File: config.mk
export PLATFORM = sky130hd
export DESIGN_NAME = sprite_select
export DESIGN_NICKNAME = d
export VERILOG_FILES = /design/src/hw/ppu_pkg.sv /design/src/hw/sprite_select.sv
export VERILOG_INCLUDE_DIRS = /design/src /design/src/include
export SDC_FILE = /design/constraint.sdc
export NUM_CORES = 1
export LEC_CHECK = 0
export BUFFER_PORTS_ARGS = -buffer_cell sky130_fd_sc_hd__clkbuf_2
export CAP_MARGIN = 20
export CORE_MARGIN = 1.5
export CORE_UTILIZATION = 30
export DETAILED_ROUTE_END_ITERATION = 12
export GPL_ROUTABILITY_DRIVEN = 0
export PLACE_DENSITY = 0.5
export SLEW_MARGIN = 20
export SYNTH_ARGS = -nofsm -noshare
export SYNTH_HDL_FRONTEND = slang
export SYNTH_SLANG_ARGS = --single-unit
File: constraint.sdc
create_clock -name clk -period 3.38 [get_ports clk]
set_input_delay 0.338 -clock clk [delete_from_list [all_inputs] [get_ports clk]]
set_output_delay 0.338 -clock clk [all_outputs]
set_load 0.1 [all_outputs]
File: src/include/ppu_defs.svh
`ifndef PPU_DEFS_SVH
`define PPU_DEFS_SVH

// raster geometry
`define PPU_LINE_CYCLES 341
`define PPU_FRAME_LINES 262
`define PPU_VIS_W       256
`define PPU_VIS_H       240
`define PPU_VBLANK_ROW  241     // vblank starts here, ends after last line

// table sizes
`define PPU_NT_SIZE     960     // 32 x 30 tiles
`define PPU_NUM_SPRITES 8
`define PPU_PAL_SIZE    32

// apb word index map (byte address >> 2)
`define PPU_NT_BASE     0
`define PPU_SP_BASE     1024
`define PPU_PAL_BASE    1056
`define PPU_STATUS_IDX  1088

`endif

File: src/hw/ppu_pkg.sv
package ppu_pkg;

    // raster position carried down the pipeline
    typedef struct packed {
        logic [8:0] row;
        logic [8:0] col;
        logic       visible;
    } raster_pos_t;

    typedef struct packed {
        raster_pos_t pos;
        logic [3:0]  bg_idx;
    } bg_stage_t;

    typedef struct packed {
        bg_stage_t  bg;
        logic [3:0] sp_idx;
        logic       sp_prio;    // 1 = behind background
    } sp_stage_t;

    // one sprite, sits in the low bits of an apb word
    typedef struct packed {
        logic [7:0] x;
        logic [7:0] y;
        logic [3:0] color_idx;
        logic       prio;
        logic       enabled;
    } sprite_t;

    typedef struct packed {
        logic       en;
        logic [9:0] addr;
        logic [3:0] data;
    } nt_wr_t;

    typedef struct packed {
        logic       en;
        logic [2:0] idx;
        sprite_t    data;
    } sp_wr_t;

    typedef struct packed {
        logic       en;
        logic [4:0] addr;
        logic [5:0] data;
    } pal_wr_t;

    typedef struct packed {
        logic [8:0] row;
        logic [8:0] col;
        logic [5:0] color;
        logic       valid;
    } pixel_out_t;

endpackage

File: src/hw/sprite_select.sv
`include "ppu_defs.svh"

module sprite_select (
    input  logic               clk,
    input  logic               rst_n,
    input  ppu_pkg::bg_stage_t bg_in,
    input  ppu_pkg::sp_wr_t    sp_wr,
    output ppu_pkg::sp_stage_t sp_out
);

    ppu_pkg::sprite_t             sprites [`PPU_NUM_SPRITES];
    logic [`PPU_NUM_SPRITES-1:0] hit;
    logic [3:0]                  hit_idx;
    logic                        hit_prio;

    // box test, 9 bit sums so x/y near 255 still clip
    always_comb begin
        for (int i = 0; i < `PPU_NUM_SPRITES; i++) begin
            hit[i] = sprites[i].enabled &&
                     ({1'b0, sprites[i].x} <= bg_in.pos.col) &&
                     (bg_in.pos.col < {1'b0, sprites[i].x} + 9'd8) &&
                     ({1'b0, sprites[i].y} <= bg_in.pos.row) &&
                     (bg_in.pos.row < {1'b0, sprites[i].y} + 9'd8);
        end
    end

    // walk down so the lowest index wins
    always_comb begin
        hit_idx  = 4'h0;
        hit_prio = 1'b0;
        for (int i = `PPU_NUM_SPRITES - 1; i >= 0; i--) begin
            if (hit[i]) begin
                hit_idx  = sprites[i].color_idx;
                hit_prio = sprites[i].prio;
            end
        end
    end

    always_ff @(posedge clk or negedge rst_n) begin
        if (!rst_n) begin
            for (int i = 0; i < `PPU_NUM_SPRITES; i++) begin
                sprites[i] <= '0;   // all disabled
            end
            sp_out <= '0;
        end else begin
            if (sp_wr.en) begin
                sprites[sp_wr.idx] <= sp_wr.data;
            end
            sp_out.bg      <= bg_in;
            sp_out.sp_idx  <= hit_idx;
            sp_out.sp_prio <= hit_prio;
        end
    end

endmodule

# [Word level (Yosys, flattened, before mapping)]
# Cells that the tools add are included.
[word_totals] ff_bits=204 inputBits=51
[op_classes] reduce_logical=33 n_addsub=16 n_bitwise=1 n_lt_le_gt_ge=34 mux=19
[op_table] operator="bitwise mux 176 bit" n=1
[op_table] operator="adder 8 x 4 -> 9 bit (second input constant)" n=16
[op_table] operator="<= comparator 8 x 9 -> 1 bit" n=16
[op_table] operator="less-than comparator 9 bit" n=16
[op_table] operator="demux 22 bit (select 3 bit)" n=1
[op_table] operator="logical AND 1 bit" n=33
[op_table] operator="two-way mux 4 bit" n=8
[op_table] operator="two-way mux 22 bit" n=1
[op_table] operator="two-way mux 1 bit" n=8
[op_table] operator=">= comparator 4 bit (second input constant)" n=1
[op_table] operator="less-than comparator 4 x 1 -> 1 bit (second input constant)" n=1
[op_table] operator="inverter 3 -> 4 bit" n=1

# [Depth between registers and ports, before layout]
[depth] word_depth=13 depth_mapped=13 ltp_nobuf=12

# [Worst setup path before layout]
# OpenSTA, ideal clock, no wires.
[synth_timing] path_kind="flip-flop to flip-flop" startpoint="reg sprites[53] (netlist bit)" endpoint="reg sp_out[0] (netlist bit)" arrival_ns=2.690 setup_slack_ns=0.564 period_less_slack_ns=2.816 stages_incl_launch_ff=12 t_required_ns=3.253 setup_ns=0.127 path_cell_list="dfrtp_1 -> ha_1 -> xnor2_1 -> ha_1 -> a211o_1 -> o31ai_2 -> o22ai_1 -> or4_1 -> buf_2 -> a2bb2oi_1 -> a221oi_1 -> o31ai_1"
[synth_via] elab_chain_len=9 word_cells_on_any_way=11
[synth_rtl] element="start, declared" line="sprite_select.sv:11" rtl="ppu_pkg::sprite_t sprites [`PPU_NUM_SPRITES];"
[synth_rtl] element="start signal, assigned by index" line="sprite_select.sv:47" rtl="sprites[sp_wr.idx] <= sp_wr.data;"
[synth_rtl] element="adder 8 x 4 -> 9 bit or <= comparator 8 x 9 -> 1 bit (tied branches)" line="sprite_select.sv:23, sprite_select.sv:22"
[synth_rtl] element="less-than comparator 9 bit or logical AND 1 bit (tied branches)" line="sprite_select.sv:23, sprite_select.sv:21"
[synth_rtl] element="logical AND 1 bit (*)" line="sprite_select.sv:22" rtl="({1'b0, sprites[i].y} <= bg_in.pos.row) &&"
[synth_rtl] element="two-way mux 1 bit (*) (6 in a row)" line="sprite_select.sv:32" rtl="if (hit[i]) begin"
[synth_rtl] element="named net hit_prio" line="sprite_select.sv:14" rtl="logic hit_prio;"
[synth_rtl] element="end, declared" line="sprite_select.sv:8" rtl="output ppu_pkg::sp_stage_t sp_out"
# Mark *: on every way through the listed nets, which the timed path passes. The rest lies on a longest branch.
# A chain may end at the register's enable or synchronous reset.

# [Worst setup path in the final report]
[layout_timing] startpoint="in bg_in[10] (netlist bit)" endpoint="reg sp_out[3] (netlist bit)"
[layout_via] elab_chain_len=13 word_cells_on_any_way=56
[layout_rtl] element="start, declared" line="sprite_select.sv:6" rtl="input ppu_pkg::bg_stage_t bg_in,"
[layout_rtl] element="<= comparator 8 x 9 -> 1 bit" line="sprite_select.sv:20" rtl="({1'b0, sprites[i].x} <= bg_in.pos.col) &&"
[layout_rtl] element="logical AND 1 bit" line="sprite_select.sv:19" rtl="hit[i] = sprites[i].enabled &&"
[layout_rtl] element="logical AND 1 bit" line="sprite_select.sv:20"
[layout_rtl] element="logical AND 1 bit" line="sprite_select.sv:21" rtl="(bg_in.pos.col < {1'b0, sprites[i].x} + 9'd8) &&"
[layout_rtl] element="logical AND 1 bit" line="sprite_select.sv:22"
[layout_rtl] element="two-way mux 4 bit (7 in a row)" line="sprite_select.sv:32"
[layout_rtl] element="two-way mux 4 bit (*)" line="sprite_select.sv:32"
[layout_rtl] element="named net hit_idx[2]" line="sprite_select.sv:13" rtl="logic [3:0] hit_idx;"
# Marked as above.

==> qor.yml <==
placed_design:
  io_buffers: 78
  post-place-ws_ns: 0.151
  dp.final_hpwl_um: 30500
critical_path:
  worst-path-max-fanout: 6
  critPathLaunchType: "primary input"
  cp-end-kind: "register"
  critPathRequiredTime_ns: 3.82
  crit_type: "in2reg"
  cp.arrival_ns: 3.48
cts:
  numClockSinks: 204
  path_clk_slew_ns: 0.05
  postCtsSetupBuffers: 0
  h-tree-depth: 1
  cts_buffers: 28
  clk_path_buf_depth: 3
  cts_tree: "yes"
  clockRootBuffer: "clkbuf_16"
  clk_latency_ns: 0.56
route:
  via_per_inst: 4.98
  postRouteAntennaNets: 0
  drcViolationCount: 0
  drtPass1Iterations: 5
  vias: 10648
  avgRoutedWirePerCell_um: 18.6
  drt-total-wl_um: 39800
  drtIter0Drc: 533
sta:
  fin_crit_ns: 3.04
  setup_ws_ns: 0.340
  holdWs_ns: 0.0988
  drv_slew: 0
  tns_ns: 0
  rsz0062_at_grt: "false"
  skew_ns: 0.0102
  setup_viol: 0
  fmax_mhz: 329
  post-route-period-util_pct: 89.9
  slew_headroom_pct: 44.0
  worst_slew_pin_slew_ns: 0.840
  hold_viol: 0
floorplan:
  io_pins: 79
  start_util_pct: 30.4
  core_area_mm2: 0.0477
  num_rows: 80
  die_y_um: 223
  fp.dieArea_mm2: 0.0498
  die_w_um: 223
pwr:
  peakVddDrop_mv: 0.274
  power_density_mw_per_mm2: 568
  p_leak_uw: 0.00794
global_routing:
  grt_first_pass_wirelength_um: 63500
  grt_antenna_before_repair: 0
  grt_max_degree: 95
  grt_pass1_vias: 10809
  gr-total-overflow: 0
  grt.total_usage_pct: 16.3
outcome:
  status: "finished clean"
synth:
  ys_top_cells_by_area: "dfrtp_1, ha_1, mux2_2"
  ys.flop_type: "dfrtp_1"
  syn_inst: 1360
  yosysMostFrequentCell: "ha_1"
  synth_area_leader_cell: "dfrtp_1"
  syn-cell-area_mm2: 0.0145
  ys.warnings.count: 0
  synth_edf_count: 0
  ys_async_sr_fraction_pct: 100
  yosysUniqueCellTypes: 64
  seq_area_frac_synth_pct: 35.1
  ys_ff_latch: 204
  avgSynthCellArea_um2: 10.7
  ys_top_cells_by_count: "ha_1, dfrtp_1, mux2_2"
  synth_nets: 1699
  synth_top_area_share_pct: 35.1
layout:
  final_nets: 1841
  antennaDiodeCount: 0
  area_growth_pct: 16.9
  fillers: 4688
  layout-drive-gt1-share_pct: 20.7
job:
  cap_violations: 0
hold_path:
  hp-class: "in2reg"
power by group:
part | total [µW] | switching (µW) | internal (µW)
Clock | 2840 | 1170 | 1670
Sequential | 3470 | 527 | 2950
Combinational | 3340 | 1870 | 1470
Total | 9660 | 3560 | 6090
cells in the final DEF (no fill, tap or decap), types with 6 or more instances in the layout:
cell | netlist | layout
xnor2_1 | 17 | 17
and3_1 | 18 | 18
nand2_1 | 62 | 62
o21a_1 | 16 | 16
a221oi_1 | 11 | 11
dlygate4sd3_1 | 0 | 8
ha_1 | 288 | 288
o211ai_1 | 21 | 21
o21ai_0 | 50 | 50
mux2_1 | 24 | 24
o21ai_1 | 10 | 10
clkbuf_1 | 16 | 6
clkinv_2 | 0 | 7
inv_1 | 91 | 91
xor2_1 | 31 | 31
nor2_1 | 60 | 60
clkbuf_2 | 0 | 77
nor3_1 | 11 | 9
nor2b_1 | 15 | 15
nand4_1 | 27 | 27
o22ai_1 | 7 | 7
a211o_1 | 8 | 8
a211oi_1 | 20 | 20
o31ai_1 | 11 | 11
clkbuf_16 | 0 | 29
buf_4 | 0 | 48
o211a_1 | 6 | 6
nand2b_1 | 19 | 19
dfrtp_1 | 204 | 204
a21oi_1 | 38 | 38
a21o_1 | 7 | 7
mux2_2 | 128 | 128
nand3_1 | 67 | 67
stage by stage:
stage / utilization [%] / instances / area [µm²] / power (µW)
3_3_place_gp: 33.5 / 2079 / 16000 / 6730
2_1_floorplan: - / 1360 / 14500 / 5790
4_1_cts: 35.6 / 2138 / 17000 / 9760
5_1_grt: 35.6 / 2138 / 17000 / 10400
6_report: 35.6 / 2138 / 17000 / 9660
3_5_place_dp: 33.5 / 2079 / 16000 / 6820
cells by family after synthesis:
| logic type | share of synthesized area [%] |
|---|---|
| AOI/OAI and AO/OA | 11.7 |
| adders and majority gates | 24.8 |
| buffers and inverters | 2.98 |
| DFF | 35.1 |
| xor gates and xnor gates | 2.89 |
| muxes | 11.8 |
| and+or+nand+nor | 10.8 |
path summary, 6_finish.rpt:
kind	start	slack [ns]	end	cells after the start
worst max-delay path	bg_in[10]	0.34	sp_out[3]$_DFF_PN0_	13
worst min-delay path	sp_wr[1]	0.1	sprites[155]$_DFFE_PN0P_	3
worst max register to register	sprites[61]$_DFFE_PN0P_	0.34	sp_out[1]$_DFF_PN0_	10
min in group asynchronous	rst_n	0.42	sprites[159]$_DFFE_PN0P_	2
worst min register to register	sprites[66]$_DFFE_PN0P_	0.50	sprites[66]$_DFFE_PN0P_	1
max in group asynchronous	rst_n	2.01	sprites[173]$_DFFE_PN0P_	3
sequential cells by signal, summed over array words and instances (netlist names):
signal,count
sprites,176
sp_out,28
layout make-up:
class	instances	area (µm²)	area share (%)
Sequential cell	204	5100	30.1
Tap cell	615	769	4.53
Timing Repair Buffer	135	861	5.07
Inverter	92	345	2.03
Clock buffer	40	817	4.81
Clock inverter	11	67.6	0.398
Multi-Input combinational cell	1041	9020	53.1
layer usage:
layer / wire (µm) / vias up / GRT usage [%] / share of wire (%)
met1: 19200 / 5163 / 22.4 / 48
met5: 0 / - / 0 / 0
met3: 1140 / 39 / 1.80 / 2.9
met4: 823 / 0 / 4.08 / 2.1
met2: 18600 / 140 / 27.2 / 47
li1: - / 5306 / - / -
worst max-delay path: stages:
cell and delay, ns:
dlygate4sd3_1 0.52, clkbuf_2 0.18, inv_1 0.11, buf_4 0.18, ha_1 0.28, nand4b_1 0.14, nor3_1 0.29, a211oi_1 0.18
nor4_4 0.39, and3_1 0.32, o211ai_1 0.14, a221oi_1 0.30, o31ai_1 0.09
timing repair:
action	4_1_cts	5_1_grt
resized for setup	0	1
endpoints found under the setup margin	0	4
hold buffers	8	0
hold endpoints to repair	97	0
Power figures use the tool's default switching activity.
