==> config.mk <==
export PLATFORM = sky130hd
export DESIGN_NAME = ppu_apb_regs
export DESIGN_NICKNAME = d
export VERILOG_FILES = /design/src/hw/ppu_pkg.sv /design/src/hw/ppu_apb_regs.sv
export VERILOG_INCLUDE_DIRS = /design/src /design/src/include
export SDC_FILE = /design/constraint.sdc
export NUM_CORES = 1
export LEC_CHECK = 0
export ABC_AREA = 1
export BUFFER_PORTS_ARGS = -buffer_cell sky130_fd_sc_hd__buf_2
export CAP_MARGIN = 20
export CELL_PAD_IN_SITES_DETAIL_PLACEMENT = 1
export CELL_PAD_IN_SITES_GLOBAL_PLACEMENT = 1
export CORE_UTILIZATION = 14
export CTS_CLUSTER_DIAMETER = 120
export DETAILED_ROUTE_END_ITERATION = 8
export GPL_ROUTABILITY_DRIVEN = 0
export PLACE_DENSITY_LB_ADDON = 0.1
export SETUP_SLACK_MARGIN = 0.02
export SKIP_CTS_REPAIR_TIMING = 1
export SYNTH_ARGS = -nofsm -noshare
export SYNTH_HDL_FRONTEND = slang
export SYNTH_SLANG_ARGS = --single-unit
==> constraint.sdc <==
create_clock -name clk -period 0.8 [get_ports clk]
set_input_delay 0.08 -clock clk [delete_from_list [all_inputs] [get_ports clk]]
set_output_delay 0.08 -clock clk [all_outputs]
set_load 0.01 [all_outputs]
==> src/include/ppu_defs.svh <==
`ifndef PPU_DEFS_SVH
`define PPU_DEFS_SVH

// raster geometry
`define PPU_LINE_CYCLES 341
`define PPU_FRAME_LINES 262
`define PPU_VIS_W       256
`define PPU_VIS_H       240
`define PPU_VBLANK_ROW  241     // vblank starts here, ends after last line

// table sizes
`define PPU_NT_SIZE     960     // 32 x 30 tiles
`define PPU_NUM_SPRITES 8
`define PPU_PAL_SIZE    32

// apb word index map (byte address >> 2)
`define PPU_NT_BASE     0
`define PPU_SP_BASE     1024
`define PPU_PAL_BASE    1056
`define PPU_STATUS_IDX  1088

`endif

==> src/hw/ppu_pkg.sv <==
package ppu_pkg;

    // raster position carried down the pipeline
    typedef struct packed {
        logic [8:0] row;
        logic [8:0] col;
        logic       visible;
    } raster_pos_t;

    typedef struct packed {
        raster_pos_t pos;
        logic [3:0]  bg_idx;
    } bg_stage_t;

    typedef struct packed {
        bg_stage_t  bg;
        logic [3:0] sp_idx;
        logic       sp_prio;    // 1 = behind background
    } sp_stage_t;

    // one sprite, sits in the low bits of an apb word
    typedef struct packed {
        logic [7:0] x;
        logic [7:0] y;
        logic [3:0] color_idx;
        logic       prio;
        logic       enabled;
    } sprite_t;

    typedef struct packed {
        logic       en;
        logic [9:0] addr;
        logic [3:0] data;
    } nt_wr_t;

    typedef struct packed {
        logic       en;
        logic [2:0] idx;
        sprite_t    data;
    } sp_wr_t;

    typedef struct packed {
        logic       en;
        logic [4:0] addr;
        logic [5:0] data;
    } pal_wr_t;

    typedef struct packed {
        logic [8:0] row;
        logic [8:0] col;
        logic [5:0] color;
        logic       valid;
    } pixel_out_t;

endpackage

==> src/hw/ppu_apb_regs.sv <==
`include "ppu_defs.svh"

module ppu_apb_regs (
    input  logic               clk,
    input  logic               rst_n,
    input  logic               psel,
    input  logic               penable,
    input  logic               pwrite,
    input  logic [13:0]        paddr,
    input  logic [31:0]        pwdata,
    input  logic               vblank,
    input  logic               visible,
    output logic [31:0]        prdata,
    output logic               pready,
    output logic               pslverr,
    output ppu_pkg::nt_wr_t    nt_wr,
    output ppu_pkg::sp_wr_t    sp_wr,
    output ppu_pkg::pal_wr_t   pal_wr,
    output logic [4:0]         pal_rd_addr,
    input  logic [5:0]         pal_rd_data
);

    logic [11:0] idx;       // word index
    logic [11:0] sp_off;
    logic [11:0] pal_off;
    logic        nt_hit;
    logic        sp_hit;
    logic        pal_hit;
    logic        stat_hit;
    logic        dec_err;
    logic        wr_acc;

    assign idx     = paddr[13:2];
    assign sp_off  = idx - 12'(`PPU_SP_BASE);
    assign pal_off = idx - 12'(`PPU_PAL_BASE);

    // address map decode
    assign nt_hit   = idx < 12'(`PPU_NT_BASE + `PPU_NT_SIZE);
    assign sp_hit   = (idx >= 12'(`PPU_SP_BASE)) &&
                      (idx < 12'(`PPU_SP_BASE + `PPU_NUM_SPRITES));
    assign pal_hit  = (idx >= 12'(`PPU_PAL_BASE)) &&
                      (idx < 12'(`PPU_PAL_BASE + `PPU_PAL_SIZE));
    assign stat_hit = idx == 12'(`PPU_STATUS_IDX);
    assign dec_err  = !(nt_hit || sp_hit || pal_hit || stat_hit);

    // writes land in the access phase
    assign wr_acc = psel && penable && pwrite;

    always_comb begin
        nt_wr      = '0;
        nt_wr.en   = wr_acc && nt_hit;
        nt_wr.addr = 10'(idx - 12'(`PPU_NT_BASE));
        nt_wr.data = pwdata[3:0];

        sp_wr      = '0;
        sp_wr.en   = wr_acc && sp_hit;
        sp_wr.idx  = sp_off[2:0];
        sp_wr.data = ppu_pkg::sprite_t'(pwdata[$bits(ppu_pkg::sprite_t)-1:0]);

        pal_wr      = '0;
        pal_wr.en   = wr_acc && pal_hit;
        pal_wr.addr = pal_off[4:0];
        pal_wr.data = pwdata[5:0];
    end

    assign pal_rd_addr = pal_off[4:0];

    // nt and sprite words are write only, read as zero
    always_comb begin
        prdata = 32'h0;
        if (psel && !pwrite) begin
            if (pal_hit) begin
                prdata = {26'h0, pal_rd_data};
            end else if (stat_hit) begin
                prdata = {30'h0, visible, vblank};
            end
        end
    end

    assign pready = 1'b1;   // zero wait states

    // flagged in setup so it shows up exactly in the access cycle
    always_ff @(posedge clk or negedge rst_n) begin
        if (!rst_n) begin
            pslverr <= 1'b0;
        end else begin
            pslverr <= psel && !penable && dec_err;
        end
    end

endmodule

After elaboration in Yosys (flattened, before gate mapping):

Index checks and enable logic that the tools add are counted.

* order comparisons: 5
* multiplexer cells: 3
* $add $sub $neg: 2
* equality and inequality tests: 1
* reductions and logical operators: 16

Operators with widths (count)
* 32-bit two-way mux: 1
* 12-bit by 11-bit >= comparator with 1-bit output (second input constant): 2
* 12-bit by 11-bit less-than comparator with 1-bit output (second input constant): 2
* 12-bit by 11-bit == test with 1-bit output (second input constant): 1
* 12-bit by 10-bit less-than comparator with 1-bit output (second input constant): 1
* 1-bit logical AND: 10
* 6-bit two-way mux: 1
* 5-bit by 1-bit subtractor with 5-bit output (second input constant): 1
* 1-bit logical NOT: 3
* 1-bit logical OR: 3
* 3-bit by 1-bit subtractor with 3-bit output (second input constant): 1
* 2-bit two-way mux: 1

* output and inout bits: 92
* logic and storage cells: 28
* flip-flop bits (word level): 1
* bits of input ports: 59

Depth between registers and ports, before layout:

Gate-level depths: netlist of run 1.

* depth in word-level cells: 7
* mapped depth: 6
* gate-level depth less buffers: 6

Worst setup path after synthesis of run 1:

Ideal clock, no wire load.

* path type: input to output
* start: in paddr[4]
* end: out prdata[0]
* stages on the path: 4
* buffers on the path: 0
* arrival time: 0.711 ns
* setup slack: 0.009 ns
* data required time: 0.720 ns
* path through: or2_1 -> nor2_1 -> nand3_1 -> a21oi_1

* cells in the longest elaborated chain, start to end: 4
* elaborated cells between the ends (all ways): 7
* those cells by class: order compare: 2; eq/ne: 1; mux: 3; reduce/logical: 1

Ends and longest elaborated chain
* start, declared: RTL line ppu_apb_regs.sv:9 `input logic [13:0] paddr,`
* 12-bit by 11-bit >= comparator with 1-bit output, or another cell as far along: RTL line ppu_apb_regs.sv:41 `` assign pal_hit = (idx >= 12'(`PPU_PAL_BASE)) && ``
* 1-bit logical AND / 2-bit two-way mux (equally long branches): RTL line ppu_apb_regs.sv:41, ppu_apb_regs.sv:74
* 6-bit two-way mux (*): RTL line ppu_apb_regs.sv:72 `if (pal_hit) begin`
* 32-bit two-way mux (*): RTL line ppu_apb_regs.sv:71 `if (psel && !pwrite) begin`
* end, declared: RTL line ppu_apb_regs.sv:13 `output logic [31:0] prdata,`

Mark *: on every way between the ends. The rest lies on a longest branch, timed or not.

Final worst setup path of run 1:

* start: in paddr[4]
* end: out prdata[1]

Same word-level chain as after synthesis.

==> impl_metrics.json, run 1 <==
{
  "first_global_vias": 690,
  "max-vdd-ir-drop_uv": 232,
  "portBuffers": 57,
  "post_route_cells_drive_above_1_share": 0.585,
  "pre_cts_slack_ns": -0.313,
  "top_regs": "pslverr (1)",
  "rsz0062_at_grt": "yes",
  "area_growth_pct": 8.09,
  "first_pass_iters": 3,
  "antenna_cells": 0,
  "failed_checks": "negative setup slack",
  "grt_use_total": 0.0564,
  "row_count": 29,
  "final_common_cell": "buf_2",
  "core_mm2": 0.00631,
  "finalWorstSetupSlack_ns": -0.210,
  "start_util": 0.144,
  "worst_ep_required_time_ns": 0.72,
  "p_leak_nw": 0.550,
  "fin_crit_sh": 1.26,
  "grt_pass1_wl_um": 3040,
  "hold_class": "primary input to primary output",
  "nets": 220,
  "path_class": "primary input to primary output",
  "synthTopCellsByArea": "buf_4, nor2_1, nand2_1",
  "drc": 0,
  "critPathCaptureType": "primary output",
  "startpoint_type": "primary input",
  "avgRoutedWirePerCell_um": 9.36,
  "drv_slew": 0,
  "yosysTopAreaCellShare": 0.675,
  "fmax_ghz": 0.990,
  "synth.distinct_cells": 17,
  "die_h_um": 82.7,
  "ys_seq_area_frac": 0.0274,
  "setup_viol": 10,
  "finalCoreUtilization": 0.156,
  "hpwlAfterDp_um": 2010,
  "crit_fanout": 2,
  "outcome": "finished, violations left",
  "final_cell_mix": "buf_2, conb_1, buf_4",
  "viasPerCell": 3.09,
  "netlist_instances": 142,
  "post-route-min-period_ns": 1.01,
  "drt_iter0_markers": 8,
  "setup_tns_ns": -1.36,
  "hold_violations": 0,
  "yosys.area.top_type": "buf_4",
  "vias": 730,
  "syn-mean-instance-area_um2": 6.42,
  "drt_wl_total_um": 2210,
  "die_w_um": 82.7,
  "antenna_found_initial": 0,
  "largest_reg_flops": 1,
  "syn-cell-area_um2": 912,
  "overflow": 0,
  "grt_max_degree": 9,
  "fillers": 803,
  "drv_cap": 0,
  "synth-seq-cells": 1,
  "power.density_mw_per_mm2": 474,
  "detail-route-antenna-nets": 0,
  "yosysWarnings": 0,
  "top_register": "pslverr",
  "worstPathArrival_ns": 0.93,
  "die-area_mm2": 0.00684,
  "ioPinCount": 151
}
stage by stage:
step                      instance area, um2  hold slack, ns  std cells  total power [W]
after CTS                                892          -0.142        234         0.000431
after detailed placement                 892          -0.142        234         0.000429
after floorplan                         1010          -0.216        167         0.000550
after global routing                     986           0.160        236         0.000516
final                                    986           0.160        236         0.000467
after global placement                   892          -0.146        234         0.000428
report_power, final:
group | switching, W | internal, W | leakage [nW] | total (W)
registers | 0.000000539 | 0.0000542 | 0.0132 | 0.0000547
clock network | 0 | 0 | 0 | 0
logic | 0.000232 | 0.000180 | 0.537 | 0.000413
total | 0.000233 | 0.000234 | 0.550 | 0.000467
cells in the mapped netlist:
library cell / instances
buf_4: 82
nor2_1: 15
nand2_1: 13
inv_1: 8
nand3_1: 5
nand4_1: 4
nor2_2: 3
a21oi_1: 2
conb_1: 2
dfrtp_1: 1
inv_2: 1
nand2_2: 1
nand3_2: 1
nand3b_1: 1
nor2_4: 1
nor3_1: 1
or2_1: 1
worst paths after layout:
path | from | end | depth (start not counted)
worst max-delay path | paddr[4] | prdata[1] | 6
worst min-delay path | pwdata[12] | sp_wr[12] | 0
max in group asynchronous | rst_n | pslverr$_DFF_PN0_ | 2
min in group asynchronous | rst_n | pslverr$_DFF_PN0_ | 2
cell type report:
class                   instances  area [um2]  area share
repair buffers                 74         452       0.458
multi-input cells              75         379       0.385
well taps                      77        96.3      0.0977
inverters                       9        33.8      0.0343
flip-flops and latches          1        25.0      0.0254
metal layers:
layer  part of all wire  up-vias  GRT usage
li1                   -      361          -
met1               0.33      321     0.0516
met2               0.55       44      0.127
met3               0.11        4    0.00659
met4             0.0027        0     0.0103
met5                  0        -          0
logic make-up after synthesis:
kind of cell,synth area share
other cells,0.00823
simple gates,0.241
flops,0.0274
compound gates,0.0110
buf+inv,0.712
worst max-delay path, stage by stage:
cell and delay [ns]:
buf_2 0.10, or2_4 0.25, nor2_4 0.13, nand3_1 0.10, a21oi_2 0.12, buf_2 0.13
(Power assumes the default switching activity.)
==> run 2: changes to the inputs <==
--- a/config.mk
+++ b/config.mk
@@ -11,7 +11,7 @@
 export CAP_MARGIN = 20
 export CELL_PAD_IN_SITES_DETAIL_PLACEMENT = 1
 export CELL_PAD_IN_SITES_GLOBAL_PLACEMENT = 1
-export CORE_UTILIZATION = 14
+export CORE_UTILIZATION = 17
 export CTS_CLUSTER_DIAMETER = 120
 export DETAILED_ROUTE_END_ITERATION = 8
 export GPL_ROUTABILITY_DRIVEN = 0
==> constraint.sdc (replaced) <==
create_clock -name clk -period 1.3 [get_ports clk]
set_input_delay 0.13 -clock clk [delete_from_list [all_inputs] [get_ports clk]]
set_output_delay 0.13 -clock clk [all_outputs]
set_load 0.01 [all_outputs]
==> run 2 against run 1 <==
Effect of this change:
- the flow now finishes without violations
- total power shrank 51%
- worst hold slack improved by 0.10 ns
- setup slack better by 0.35 ns
==> impl_metrics.json, run 2 (synthesized netlist as in run 1, its figures left out) <==
{
  "outcome": "finished, final reports clean",
  "cp_num_buf_inv": 2,
  "rsz0062_at_grt": "no",
  "critPathCaptureType": "primary output",
  "fin_crit_sh": 0.890,
  "nets": 204,
  "drt_iter0_markers": 9,
  "grt_pass1_wl_um": 2510,
  "grtUsageMet3": 0.00535,
  "worstPathArrival_ns": 1.03,
  "top_register": "pslverr",
  "max-vdd-ir-drop_uv": 66.8,
  "fmax_ghz": 0.865,
  "post-route-min-period_ns": 1.16,
  "setup_viol": 0,
  "gr-usage-met2": 0.114,
  "setup_tns_ns": 0,
  "die_h_um": 75.3,
  "grt.met1_usage": 0.0636,
  "portBuffers": 57,
  "grt-busiest-layer": "met2",
  "hold_class": "primary input to primary output",
  "post_route_cells_drive_above_1_share": 0.455,
  "holdWs_ns": 0.260,
  "slowest_stage": "a21oi_1",
  "hpwlAfterDp_um": 1780,
  "drt_wl_total_um": 1940,
  "max_stage_delay_ns": 0.16,
  "viasPerCell": 3.25,
  "die_w_um": 75.3,
  "p_leak_nw": 0.458,
  "grt_max_degree": 9,
  "die-area_mm2": 0.00566,
  "overflow": 0,
  "pre_cts_slack_ns": 0.0940,
  "final_common_cell": "buf_2",
  "drc": 0,
  "path_delay_family": "simple AND/OR/NAND/NOR gates",
  "first_global_vias": 537,
  "drv_slew": 0,
  "antenna_found_initial": 0,
  "power.density_mw_per_mm2": 294,
  "path_cells": "buf_2 -> nor2_2 -> nand2_1 -> nor2_2 -> nand3_1 -> a21oi_1 -> buf_2",
  "grt_use_total": 0.0559,
  "hold_violations": 0,
  "worst_ep_required_time_ns": 1.17,
  "startpoint_type": "primary input",
  "top_regs": "pslverr (1)",
  "place_area_um2": 763,
  "largest_reg_flops": 1,
  "final_cell_mix": "buf_2, conb_1, nor2_1",
  "path_class": "primary input to primary output",
  "avgRoutedWirePerCell_um": 9.11,
  "row_count": 26,
  "core_mm2": 0.00514,
  "finalWorstSetupSlack_ns": 0.144,
  "start_util": 0.177,
  "crit_fanout": 5,
  "vias": 693,
  "ioPinCount": 151,
  "stdcell_area_um2": 783,
  "area_growth_pct": -14.1,
  "first_pass_iters": 4,
  "drv_cap": 0,
  "antenna_cells": 0,
  "detail-route-antenna-nets": 0
}
==> run 2: cell types whose count changed in the layout (fill, tap and decap cells not counted), sizes merged <==
cell	before	now
buf	73	57
==> run 2: where the power goes <==
part / switching [W] / internal, W / total [W]
Clock: 0 / 0 / 0
Combinational: 0.000128 / 0.0000682 / 0.000196
Sequential: 0.000000316 / 0.0000333 / 0.0000336
==> run 2: cell type report <==
| type | count | area, um2 |
|---|---|---|
| tap | 70 | 87.6 |
| fill | 678 | 4360 |
| multi-input combinational | 75 | 342 |
| inverter | 9 | 33.8 |
| sequential | 1 | 25.0 |
| timing repair buffer | 58 | 295 |
==> run 2: worst paths after layout <==
kind | from | end | slack [ns] | cells after the start
min in group asynchronous | rst_n | pslverr$_DFF_PN0_ | 0.44 | 2
setup / recovery | paddr[7] | prdata[0] | 0.14 | 7
hold / removal | pwdata[12] | sp_wr[12] | 0.26 | 0
max in group asynchronous | rst_n | pslverr$_DFF_PN0_ | 0.77 | 2
==> run 2: per-stage QoR <==
stage	instances	total power, W	utilization
floorplan	167	0.000338	-
global placement	212	0.000226	0.148
detailed placement	212	0.000227	0.148
CTS	212	0.000228	0.148
global route	213	0.000258	0.152
finish	213	0.000230	0.152
==> run 2: per-layer routing <==
layer | vias up | share of wire
met5 | - | 0
met3 | 2 | 0.10
met4 | 0 | 0.0031
met2 | 44 | 0.52
li1 | 329 | -
met1 | 318 | 0.37
