## src/include/ppu_defs.svh

```systemverilog
`ifndef PPU_DEFS_SVH
`define PPU_DEFS_SVH

// raster geometry
`define PPU_LINE_CYCLES 341
`define PPU_FRAME_LINES 262
`define PPU_VIS_W       256
`define PPU_VIS_H       240
`define PPU_VBLANK_ROW  241     // vblank starts here, ends after last line

// table sizes
`define PPU_NT_SIZE     960     // 32 x 30 tiles
`define PPU_NUM_SPRITES 8
`define PPU_PAL_SIZE    32

// apb word index map (byte address >> 2)
`define PPU_NT_BASE     0
`define PPU_SP_BASE     1024
`define PPU_PAL_BASE    1056
`define PPU_STATUS_IDX  1088

`endif

```

## src/hw/ppu_pkg.sv

```systemverilog
package ppu_pkg;

    // raster position carried down the pipeline
    typedef struct packed {
        logic [8:0] row;
        logic [8:0] col;
        logic       visible;
    } raster_pos_t;

    typedef struct packed {
        raster_pos_t pos;
        logic [3:0]  bg_idx;
    } bg_stage_t;

    typedef struct packed {
        bg_stage_t  bg;
        logic [3:0] sp_idx;
        logic       sp_prio;    // 1 = behind background
    } sp_stage_t;

    // one sprite, sits in the low bits of an apb word
    typedef struct packed {
        logic [7:0] x;
        logic [7:0] y;
        logic [3:0] color_idx;
        logic       prio;
        logic       enabled;
    } sprite_t;

    typedef struct packed {
        logic       en;
        logic [9:0] addr;
        logic [3:0] data;
    } nt_wr_t;

    typedef struct packed {
        logic       en;
        logic [2:0] idx;
        sprite_t    data;
    } sp_wr_t;

    typedef struct packed {
        logic       en;
        logic [4:0] addr;
        logic [5:0] data;
    } pal_wr_t;

    typedef struct packed {
        logic [8:0] row;
        logic [8:0] col;
        logic [5:0] color;
        logic       valid;
    } pixel_out_t;

endpackage

```

## src/hw/pixel_compose.sv

```systemverilog
`include "ppu_defs.svh"

module pixel_compose (
    input  logic                clk,
    input  logic                rst_n,
    input  ppu_pkg::sp_stage_t  sp_in,
    input  ppu_pkg::pal_wr_t    pal_wr,
    input  logic [4:0]          pal_rd_addr,
    output logic [5:0]          pal_rd_data,
    output ppu_pkg::pixel_out_t pix
);

    logic [5:0] palette [`PPU_PAL_SIZE];
    logic       sp_opaque;
    logic       bg_opaque;
    logic       sp_wins;
    logic [4:0] pal_addr;

    assign sp_opaque = sp_in.sp_idx[1:0] != 2'b00;
    assign bg_opaque = sp_in.bg.bg_idx[1:0] != 2'b00;
    // sprite loses only when it is behind and the background shows
    assign sp_wins   = sp_opaque && !(bg_opaque && sp_in.sp_prio);
    assign pal_addr  = sp_wins ? {1'b1, sp_in.sp_idx} : {1'b0, sp_in.bg.bg_idx};

    assign pal_rd_data = palette[pal_rd_addr];  // cpu side

    always_ff @(posedge clk or negedge rst_n) begin
        if (!rst_n) begin
            for (int i = 0; i < `PPU_PAL_SIZE; i++) begin
                palette[i] <= 6'h00;
            end
            pix <= '0;
        end else begin
            if (pal_wr.en) begin
                palette[pal_wr.addr] <= pal_wr.data;
            end
            pix.row   <= sp_in.bg.pos.row;
            pix.col   <= sp_in.bg.pos.col;
            pix.color <= palette[pal_addr];
            pix.valid <= sp_in.bg.pos.visible;
        end
    end

endmodule

```

## config.mk

```make
export PLATFORM = sky130hd
export DESIGN_NAME = pixel_compose
export DESIGN_NICKNAME = d
export VERILOG_FILES = /design/src/hw/ppu_pkg.sv /design/src/hw/pixel_compose.sv
export VERILOG_INCLUDE_DIRS = /design/src /design/src/include
export SDC_FILE = /design/constraint.sdc
export NUM_CORES = 1
export LEC_CHECK = 0
export BUFFER_PORTS_ARGS = -buffer_cell sky130_fd_sc_hd__buf_2
export CAP_MARGIN = 20
export CORE_ASPECT_RATIO = 1.1
export CORE_UTILIZATION = 44
export CTS_BUF_LIST = sky130_fd_sc_hd__clkbuf_8
export CTS_CLUSTER_SIZE = 20
export DETAILED_ROUTE_END_ITERATION = 7
export PLACE_DENSITY = 0.71
export SLEW_MARGIN = 20
export SYNTH_ARGS = -nofsm -noshare
export SYNTH_HDL_FRONTEND = slang
export SYNTH_SLANG_ARGS = --single-unit
```

## constraint.sdc

```tcl
create_clock -name clk -period 2.1 [get_ports clk]
set_clock_uncertainty 0.15 [all_clocks]
set_input_delay 0 -clock clk [delete_from_list [all_inputs] [get_ports clk]]
set_output_delay 0 -clock clk [all_outputs]
set_load 0.02 [all_outputs]
```

# Yosys cells after proc, flatten, opt, wreduce, memory -nomap -nowiden

Index checks and enable logic that the tools add are counted.

Register bits after elaboration: 217
Input bits: 47
Output and inout bits: 31
Logic and storage cells: 59

Order comparisons: 4
Muxes and demuxes: 10
Bitwise operators: 3
Reduce and logical (&&, ||, !) cells: 6

Operators with widths:

| operator                                                              | number |
|---|---|
| 192-bit bitwise mux                                                   | 1 |
| 6-bit binary-select mux with 5-bit select                             | 2 |
| 6-bit demux with 5-bit select                                         | 1 |
| 6-bit 2-to-1 mux                                                      | 5 |
| 6-bit >= comparator (second input constant)                           | 3 |
| 5-bit inverter with 6-bit output                                      | 3 |
| 6-bit by 1-bit < comparator with 1-bit output (second input constant) | 1 |
| 5-bit 2-to-1 mux                                                      | 1 |
| 2-bit nonzero test                                                    | 2 |
| 1-bit logical AND                                                     | 3 |
| 1-bit zero test                                                       | 1 |

# Logic depth before layout (Yosys ltp)

Gate-level depths: netlist of run 1.

Depth in word-level cells: 9
Depth in mapped cells: 10
Mapped depth without buffers: 7

# Least setup slack after synthesis of run 1

Ideal clock, no wire load.

Path type: in2out
Start point: input pal_rd_addr[0]
End point: output pal_rd_data[0]
Arrival time: 1773 ps
Data required time: 1950 ps
Slack: 177 ps
Cell stages on the path: 5
Path buffers: 2
Path through: clkbuf_1 -> buf_1 -> mux4_2 -> mux4_2 -> mux2_2

Word-level cells in the longest chain between the ends: 4

Ends and longest elaborated chain:

| what                                                   | line                | text |
|---|---|---|
| from (decl)                                            | pixel_compose.sv:8  | `input logic [4:0] pal_rd_addr,` |
| 5-bit inverter with 6-bit output (implied by the code) | pixel_compose.sv:25 | `assign pal_rd_data = palette[pal_rd_addr];` |
| 6-bit binary-select mux with 5-bit select              | pixel_compose.sv:25 |  |
| 6-bit 2-to-1 mux (implied by the code) (2 in a row)    | pixel_compose.sv:25 |  |
| to (decl)                                              | pixel_compose.sv:9  | `output logic [5:0] pal_rd_data,` |

Every way passes these cells. The select of a mux whose other input is x is not followed.

# Worst setup path in the final report of run 1

Start point: register palette[165] (netlist bit)
End point: output pal_rd_data[3]

Word-level cells in the longest chain between the ends: 3

Ends and longest elaborated chain:

| what                                                | line                | text |
|---|---|---|
| from (decl)                                         | pixel_compose.sv:13 | `` logic [5:0] palette [`PPU_PAL_SIZE]; `` |
| from (signal, indexed assignment)                   | pixel_compose.sv:35 | `palette[pal_wr.addr] <= pal_wr.data;` |
| 6-bit binary-select mux with 5-bit select           | pixel_compose.sv:25 |  |
| 6-bit 2-to-1 mux (implied by the code) (2 in a row) | pixel_compose.sv:25 |  |

Every way passes these cells. The select of a mux whose other input is x is not followed.

==> results of run 1 <==
## kinds of logic after synthesis
group / Yosys count / synth area share (%)
AND/OR/NAND/NOR: 237 / 9.347
AO/OA/AOI/OAI: 91 / 5.303
buffers and inverters: 58 / 2.507
flip-flops: 217 / 48.35
multiplexers: 284 / 34.49
## path summary, 6_finish.rpt
check,start,end,slack [ns],depth (start not counted)
max,palette[165],pal_rd_data[3],-0.57,4
min,pal_wr[2],palette[86],0.03,2
max reg2reg,palette[114],pix[1],0.23,7
min reg2reg,palette[21],palette[21],0.36,1
max in group asynchronous,rst_n,palette[175],0.59,4
min in group asynchronous,rst_n,palette[128],0.41,3
## power groups by stage
| stage | Combinational (µW) | Clock (µW) | Sequential (µW) |
|---|---|---|---|
| global placement | 2770 | 0 | 5550 |
| floorplan | 1740 | 0 | 5420 |
| CTS | 3060 | 4040 | 5500 |
| finish | 3090 | 3970 | 5530 |
| global route | 3290 | 4230 | 5610 |
| detailed placement | 2820 | 0 | 5580 |
## metal layers
metal | share of wire (%) | vias to the layer above | track usage (%)
li1 | - | 3791 | -
met1 | 39 | 4474 | 35.86
met2 | 46 | 482 | 43.04
met3 | 8.8 | 109 | 6.333
met4 | 5.6 | 0 | 15.93
met5 | 0 | - | 0
## cells in the mapped netlist, types with 2 or more instances
| library cell | number | share of area [%] |
|---|---|---|
| dfrtp_1 | 217 | 48 |
| mux2_2 | 198 | 20 |
| nand2_1 | 100 | 3.3 |
| nor2_1 | 64 | 2.1 |
| mux4_2 | 50 | 10 |
| a21oi_1 | 33 | 1.5 |
| clkbuf_1 | 31 | 1.0 |
| mux2i_1 | 26 | 2.3 |
| nand3_1 | 20 | 0.89 |
| buf_2 | 16 | 0.71 |
| nor3_1 | 14 | 0.62 |
| o21ai_0 | 14 | 0.62 |
| nand4_1 | 9 | 0.50 |
| o2111ai_1 | 9 | 0.70 |
| a211oi_1 | 8 | 0.53 |
| a311oi_1 | 6 | 0.47 |
| a32oi_1 | 6 | 0.47 |
| mux4_1 | 6 | 1.4 |
| nor4_1 | 6 | 0.33 |
| nand3b_1 | 5 | 0.33 |
| and2_1 | 4 | 0.22 |
| mux4_4 | 4 | 0.89 |
| nor3b_1 | 4 | 0.27 |
| buf_6 | 3 | 0.30 |
| nand2b_1 | 3 | 0.17 |
| a2111oi_0 | 2 | 0.16 |
| a21boi_0 | 2 | 0.13 |
| a21o_1 | 2 | 0.13 |
| buf_1 | 2 | 0.067 |
| inv_1 | 2 | 0.067 |
| o21ai_1 | 2 | 0.089 |
## flip-flops by register name (all words and copies together) (netlist names)
signal   flops
palette    192
pix         25
## layout make-up
type / count / area [µm²]
diodes: 1 / 2.502
clock buffers: 46 / 633.1
clock inverters: 20 / 137.6
fillers: 2040 / 10510
inverters: 2 / 7.507
multi-input cells: 612 / 5543
flip-flops and latches: 217 / 5430
well taps: 310 / 387.9
repair buffers: 260 / 2120
## stage by stage
step           setup WS, ns  total power, µW  cell area (µm²)  utilization, %  cells
2_1_floorplan        0.1765             7162            11230               -    887
3_3_place_gp       -0.06749             8311            12840           51.84   1339
3_5_place_dp       -0.06748             8402            12840           51.84   1339
4_1_cts             -0.5781            12590            14240           57.49   1465
5_1_grt             -0.5889            13120            14260           57.56   1467
6_report            -0.5658            12590            14260           57.57   1468
## worst max-delay path, cell delays in order (launching register included)
cell     delay (ns)
dfrtp_1        0.40
mux4_4         0.61
mux4_2         0.53
mux2_4         0.31
buf_6          0.13
## repair_timing
| action | in CTS | in global routing |
|---|---|---|
| hold buffers | 49 | 0 |
| endpoints found under the setup margin | 6 | 6 |
| buffers inserted | 11 | 2 |
| gates resized for setup | 19 | 0 |
| cloned | 0 | 0 |
| endpoints found under the hold margin | 301 | 0 |
==> flow_summary_export.csv, run 1 <==
group,metric,value,unit
synthesis,syn_avg_cell_area,12.66,µm²
clocking,cts_root_buffer,"clkbuf_8",
place,numPortBuffers,77,
pwr,vdd_drop_max,1.247,mV
timing,fmax,0.3751,GHz
clocking,clockBufferDepth,3,
hold_path,min_path_type,"in2reg",
drt,wl,34780,µm
global_route,overflow,0,
timing,tightest_slew,0.7029,ns
synthesis,netlist_area,0.01123,mm²
setup_path,worst_ep_arrival_time,2.52,ns
drt,via_count,8856,
final_layout,finalNetCount,1178,
floorplan,core_area,0.02477,mm²
global_route,groute.usage.overall,27.70,%
timing,setup_ws,-0.5658,ns
drt,wire_per_inst,23.69,µm
global_route,grt_pass1_wl,54280,µm
global_route,grt_pass1_vias,9131,
place,dpl.hpwl,24650,µm
drt,drcViolationCount,0,
timing,fin_hold_ws,0.03391,ns
clocking,tritoncts,"built",
pwr,intPower,8908,µW
timing,finalHoldViolations,0,
timing,final_max_slew_viol_count,0,
timing,setup_viol,6,
job,max-cap-violations,0,
synthesis,ys_seq_area_share,48.35,%
global_route,antenna_found_initial,0,
setup_path,criticalPathCategory,"reg2out",
pwr,sequentialPowerShare,43.9,%
clocking,cts_num_sinks,217,
synthesis,ys_ff_latch,217,
timing,setup_tns,-3.104,ns
floorplan,fp.dieH,169.6,µm
clocking,clock_latency,0.54,ns
synthesis,dominantRegCellSynth,"dfrtp_1",
floorplan,die_x,154.3,µm
final_layout,final_cell_mix,"dfrtp_1 (217), mux2_2 (192), buf_4 (120), nand2_1 (100), buf_2 (69)",
floorplan,rows,60,
pwr,clockPowerShare,31.5,%
synthesis,yosysUniqueCellTypes,50,
synthesis,ys_warn_count,0,
synthesis,synth_cells,887,
setup_path,critPathRequiredTime,1.95,ns
floorplan,die_area,0.02617,mm²
drt,dr.first_iter.drc_count,878,
timing,fin_crit_sh,126.9,%
drt,firstDrtPassIters,7,
clocking,cts.clk_slew.worst_paths,0.06,ns
timing,rsz0062_at_grt,"yes",
run_status,run_status,"finished with violations",
floorplan,ioPinCount,78,
timing,slew_headroom,53.14,%
clocking,htree_levels,2,
final_layout,drive_gt1_share,45.38,%
drt,via_per_inst,6.033,
synthesis,synth_fp_nets,934,
drt,ant_nets,0,
clocking,numCtsBuffers,38,
place,gp_congestion,1.028,
synthesis,async_flop_share,100.0,%
floorplan,start_util,45.33,%
final_layout,layout_commonest_cell,"dfrtp_1",
run_status,violations,"setup timing",
pwr,power.switching,3678,µW
setup_path,end_kind,"output pin",
pwr,switching_share,29.22,%
synthesis,synth_edf_count,0,
pwr,power_density,882.5,mW/mm²
setup_path,cp_max_fo,3,
setup_path,setup.worst_path.start_class,"flop",
pwr,p_leak,0.006504,µW
timing,post-route-min-period,2.666,ns
final_layout,areaGrowthSynthToFinish,26.98,%
global_route,grt_max_degree,63,
pwr,share_comb_of_total_power,24.6,%
Note: power is estimated with default switching activity, not from simulation.
==> inputs of run 2 (changes only) <==
==> constraint.sdc (replaced) <==
create_clock -name clk -period 2.1 [get_ports clk]
set_clock_uncertainty 0.15 [all_clocks]
set_input_delay 0.21 -clock clk [delete_from_list [all_inputs] [get_ports clk]]
set_output_delay 0.21 -clock clk [all_outputs]
set_load 0.02 [all_outputs]
==> run 2 against run 1 <==
Net effect:
- the run still ends with setup timing left
- critical path depth unchanged
- clock power is 2% lower
- worst hold slack lost 0.0081 ns
- cell count rose by 4.0%
==> flow_summary_export.csv, run 2 (synthesized netlist as in run 1, its figures left out) <==
group,metric,value,unit
run_status,run_status,"finished with violations",
run_status,violations,"setup timing",
global_route,antenna_found_initial,0,
timing,final_max_slew_viol_count,0,
pwr,clockPowerShare,30.0,%
floorplan,die_x,154.3,µm
setup_path,r2r-start,"palette[114]",
pwr,sequentialPowerShare,42.3,%
clocking,cts.clk_slew.worst_paths,0.06,ns
clocking,cts_root_buffer,"clkbuf_8",
setup_path,worst_ep_arrival_time,2.57,ns
clocking,cts_num_sinks,217,
floorplan,fp.dieH,169.6,µm
timing,slew_headroom,49.74,%
place,dp.cells,1440,
drt,dr.first_iter.drc_count,910,
final_layout,n_antenna_cell,0,
floorplan,start_util,45.33,%
hold_path,min_path_type,"in2async",
pwr,share_comb_of_total_power,27.7,%
timing,setup_ws,-0.8317,ns
place,numPortBuffers,77,
clocking,clock_latency,0.54,ns
final_layout,top_register,"palette",
clocking,tritoncts,"built",
final_layout,top_regs,"palette: 192 flops, pix: 25 flops",
drt,firstDrtPassIters,5,
setup_path,setup.worst_path.start_class,"flop",
setup_path,criticalPathCategory,"reg2out",
final_layout,final_cell_mix,"dfrtp_1 (217), buf_4 (214), mux2_2 (192), nand2_1 (100), buf_2 (69)",
final_layout,largest_reg_flops,192,
final_layout,finalNetCount,1243,
drt,wl,36160,µm
final_layout,finalNonFillerCells,1527,
floorplan,ioPinCount,78,
setup_path,setup.worst_path.start,"palette[159]",
place,gp_congestion,0.9277,
setup_path,r2r_end,"pix[1]",
timing,fin_hold_ws,0.02584,ns
timing,tightest_slew,0.7539,ns
drt,via_per_inst,5.924,
setup_path,path_cells,"mux4_4, mux4_2, mux2_4, buf_6",
setup_path,worstRegToRegCells,8,
setup_path,critPathRequiredTime,1.74,ns
setup_path,cp_max_fo,2,
pwr,power.switching,3807,µW
timing,post-route-min-period,2.932,ns
timing,fin_crit_sh,139.6,%
global_route,grt_pass1_vias,9275,
pwr,vdd_drop_max,0.4155,mV
timing,fmax,0.3411,GHz
clocking,numCtsBuffers,38,
global_route,groute.usage.overall,28.58,%
drt,wire_per_inst,23.68,µm
drt,drcViolationCount,0,
final_layout,layout_commonest_cell,"dfrtp_1",
floorplan,core_area,0.02477,mm²
floorplan,rows,60,
drt,via_count,9046,
floorplan,die_area,0.02617,mm²
global_route,overflow,0,
final_layout,areaGrowthSynthToFinish,30.84,%
timing,setup_viol,6,
global_route,grt_max_degree,49,
pwr,p_leak,0.006843,µW
clocking,htree_levels,2,
setup_path,reg2reg_slack,0.07,ns
setup_path,end_kind,"output pin",
job,max-cap-violations,0,
setup_path,cp-endpoint,"pal_rd_data[3]",
global_route,grt_pass1_wl,55610,µm
setup_path,slowest_delay,0.64,ns
pwr,power_density,885.6,mW/mm²
setup_path,slowest_stage,"mux4_4",
clocking,clockBufferDepth,3,
final_layout,drive_gt1_share,51.52,%
timing,finalHoldViolations,0,
drt,ant_nets,0,
pwr,switching_share,29.26,%
pwr,intPower,9206,µW
timing,rsz0062_at_grt,"yes",
place,dpl.hpwl,25500,µm
==> run 2: cell types whose count changed in the layout (fill, tap and decap cells not counted), sizes merged, moves of 2 or more <==
cell | previous run | this run
buf | 211 | 305
dlygate4sd3 | 49 | 20
inv | 14 | 11
clkbuf | 46 | 48
clkinv | 5 | 3
==> run 2: layout make-up <==
class | count | area [µm²]
Clock inverter | 13 | 83.83
Clock buffer | 48 | 660.6
Timing Repair Buffer | 325 | 2535
Multi-Input combinational cell | 612 | 5589
Inverter | 2 | 7.507
Fill cell | 2035 | 10080
Tap cell | 310 | 387.9
Sequential cell | 217 | 5430
==> run 2: timing repair <==
item / 4_1_cts / 5_1_grt
hold endpoints to repair: 236 / 0
setup buffers: 4 / 2
setup endpoints to repair: 9 / 11
pin swaps: 0 / 3
resized for setup: 21 / 12
hold buffers: 20 / 0
==> run 2: power groups by stage <==
stage,Sequential (µW),Combinational (µW),Clock (µW)
2_1_floorplan,5420,1760,0
3_3_place_gp,5510,3320,0
3_5_place_dp,5530,3400,0
4_1_cts,5470,3550,3980
5_1_grt,5560,3840,4130
6_report,5500,3610,3900
==> run 2: critical path, delay by kind of cell (launching register included) <==
family	cells	cell delay, ns
mux	3	1.50
flops	1	0.39
buf+inv	1	0.14
==> run 2: through the flow <==
stage	setup slack (ns)	area, µm²	power (µW)	setup TNS, ns	util, %
floorplan	-0.01762	11260	7177	-0.04581	-
global placement	-0.6909	13580	8827	-6.037	54.82
detailed placement	-0.6749	13580	8936	-5.933	54.82
CTS	-0.8227	14630	13000	-4.512	59.04
global route	-0.8401	14690	13530	-4.647	59.31
finish	-0.8317	14690	13010	-4.473	59.31
==> run 2: routing by layer <==
layer / share of wire, % / global-route usage, %
met1: 41 / 39.03
met2: 46 / 44.86
met3: 8.3 / 5.260
met4: 4.1 / 12.35
met5: 0 / 0
==> run 2: worst min path at each step <==
stage | slack [ns] | cells past startpoint | startpoint | to
after CTS | 0.02 | 2 | rst_n | pix[7]
after global routing | 0.07 | 2 | rst_n | palette[106]
after floorplan | -0.24 | 0 | rst_n | palette[0]
after detailed placement | -0.004 | 1 | rst_n | pix[0]
final | 0.03 | 2 | rst_n | pix[12]
after global placement | -0.006 | 1 | rst_n | pix[13]
==> inputs of run 3 (changes only) <==
- CORE_ASPECT_RATIO: 1.1 -> default
==> run 3 against run 2 <==
Net effect:
- the run still ends with setup timing left
- first-iteration DRC count up 13%
- flip-flop and latch count did not move
- setup slack improved by 0.085 ns
- sequential power is essentially flat
- critical endpoint is now pal_rd_data[0]
- largest cell class unchanged
- largest power group unchanged
==> flow_summary_export.csv, run 3 (synthesized netlist as in run 1, its figures left out) <==
group,metric,value,unit
floorplan,core_area,0.02511,mm²
setup_path,slowest_delay,0.60,ns
clocking,tritoncts,"built",
global_route,antenna_found_initial,0,
clocking,numCtsBuffers,38,
final_layout,fillers,2066,
floorplan,rows,58,
floorplan,die_x,161.8,µm
global_route,grt_max_degree,55,
final_layout,largest_reg_flops,192,
pwr,p_leak,0.006954,µW
drt,firstDrtPassIters,6,
final_layout,top_register,"palette",
drt,wire_per_inst,23.01,µm
final_layout,final_cell_mix,"buf_4 (235), dfrtp_1 (217), mux2_2 (192), nand2_1 (100), buf_2 (69)",
floorplan,ioPinCount,78,
global_route,grt_pass1_wl,55190,µm
final_layout,drive_gt1_share,51.89,%
final_layout,n_antenna_cell,0,
setup_path,cp_max_fo,2,
final_layout,top_regs,"palette: 192 flops, pix: 25 flops",
clocking,cts_num_sinks,217,
final_layout,layout_commonest_cell,"buf_4",
final_layout,areaGrowthSynthToFinish,32.25,%
timing,setup_ws,-0.7465,ns
floorplan,start_util,44.73,%
clocking,htree_levels,2,
place,placed_cell_area,0.01379,mm²
pwr,vdd_drop_max,0.6050,mV
final_layout,multi_input_area,0.005552,mm²
clocking,cts.clk_slew.worst_paths,0.06,ns
timing,finalHoldViolations,0,
setup_path,critPathRequiredTime,1.74,ns
run_status,violations,"setup timing",
drt,wl,36200,µm
timing,post-route-min-period,2.846,ns
setup_path,path_cells,"mux4_4, mux4_2, mux2_4, buf_6",
timing,fin_crit_sh,135.5,%
global_route,overflow,0,
drt,drcViolationCount,0,
global_route,groute.usage.overall,28.36,%
timing,fmax,0.3513,GHz
final_layout,regArea,0.005430,mm²
timing,rsz0062_at_grt,"yes",
setup_path,criticalPathCategory,"reg2out",
floorplan,die_area,0.02617,mm²
drt,dr.first_iter.drc_count,1028,
setup_path,slowest_stage,"mux4_4",
global_route,grt_pass1_vias,9414,
run_status,run_status,"finished with violations",
timing,setup_viol,6,
drt,ant_nets,0,
job,max-cap-violations,0,
place,dp.cells,1483,
setup_path,setup.worst_path.start_class,"flop",
timing,tightest_slew,0.7509,ns
final_layout,design_area,0.01485,mm²
clocking,clock_latency,0.53,ns
place,numPortBuffers,77,
clocking,cts_root_buffer,"clkbuf_8",
pwr,power_density,879.8,mW/mm²
final_layout,finalNonFillerCells,1573,
clocking,clockBufferDepth,3,
floorplan,fp.dieH,161.8,µm
setup_path,end_kind,"output pin",
timing,final_max_slew_viol_count,0,
place,dpl.hpwl,25820,µm
final_layout,finalNetCount,1263,
drt,via_count,9276,
hold_path,min_path_type,"in2async",
timing,slew_headroom,49.94,%
setup_path,worst_ep_arrival_time,2.49,ns
setup_path,crit_buf_inv,1,
setup_path,critical-path-top-delay-family,"multiplexers",
place,gp_congestion,0.9718,
drt,via_per_inst,5.897,
-- run 3: layout make-up --
type,count,share of cell area (%)
multi-input combinational,612,37.38
clock inverter,15,0.4212
tap,330,2.780
clock buffer,52,4.818
sequential,217,36.56
timing repair buffer,345,17.99
inverter,2,0.05054
-- run 3: path summary, 6_finish.rpt --
kind	startpoint	end	slack, ns	cells after the start
hold / removal	rst_n	palette[116]	0.02	2
min in group clk	sp_in[12]	pix[9]	0.17	2
setup reg to reg	palette[66]	pix[1]	0.08	7
setup / recovery	palette[144]	pal_rd_data[0]	-0.75	4
hold reg to reg	palette[23]	palette[23]	0.36	1
max in group asynchronous	rst_n	palette[58]	1.00	3
-- run 3: what timing repair did --
action / CTS / global route
setup endpoints to repair: 7 / 7
buffers inserted: 2 / 1
endpoints found under the hold margin: 236 / 0
gates resized for setup: 18 / 3
hold buffers: 20 / 0
-- run 3: stage by stage --
step	util, %	power [µW]	hold WS [ns]	setup TNS [ns]	setup slack [ns]
finish	59.15	13070	0.02235	-4.185	-0.7465
global route	59.15	13590	0.05873	-4.429	-0.7924
CTS	59.08	13050	0.02764	-4.260	-0.7487
global placement	54.92	8885	-0.02656	-4.085	-0.4637
floorplan	-	7177	-0.2356	-0.04581	-0.01762
detailed placement	54.92	8998	-0.02807	-4.072	-0.4297
-- run 3: where the power goes --
group | leakage [µW] | total [µW] | internal, µW | switching [µW]
clock | 0.000447 | 3940 | 2190 | 1740
combinational | 0.00376 | 3650 | 2130 | 1510
sequential | 0.00275 | 5490 | 4950 | 539
-- run 3: layer usage --
| metal | global-route usage [%] | wire length (µm) | vias up |
|---|---|---|---|
| met5 | 0 | 0 | - |
| met4 | 13.89 | 1646 | 0 |
| met3 | 6.844 | 3298 | 104 |
| met2 | 43.95 | 16670 | 517 |
| met1 | 37.41 | 14580 | 4692 |
| li1 | - | - | 3963 |
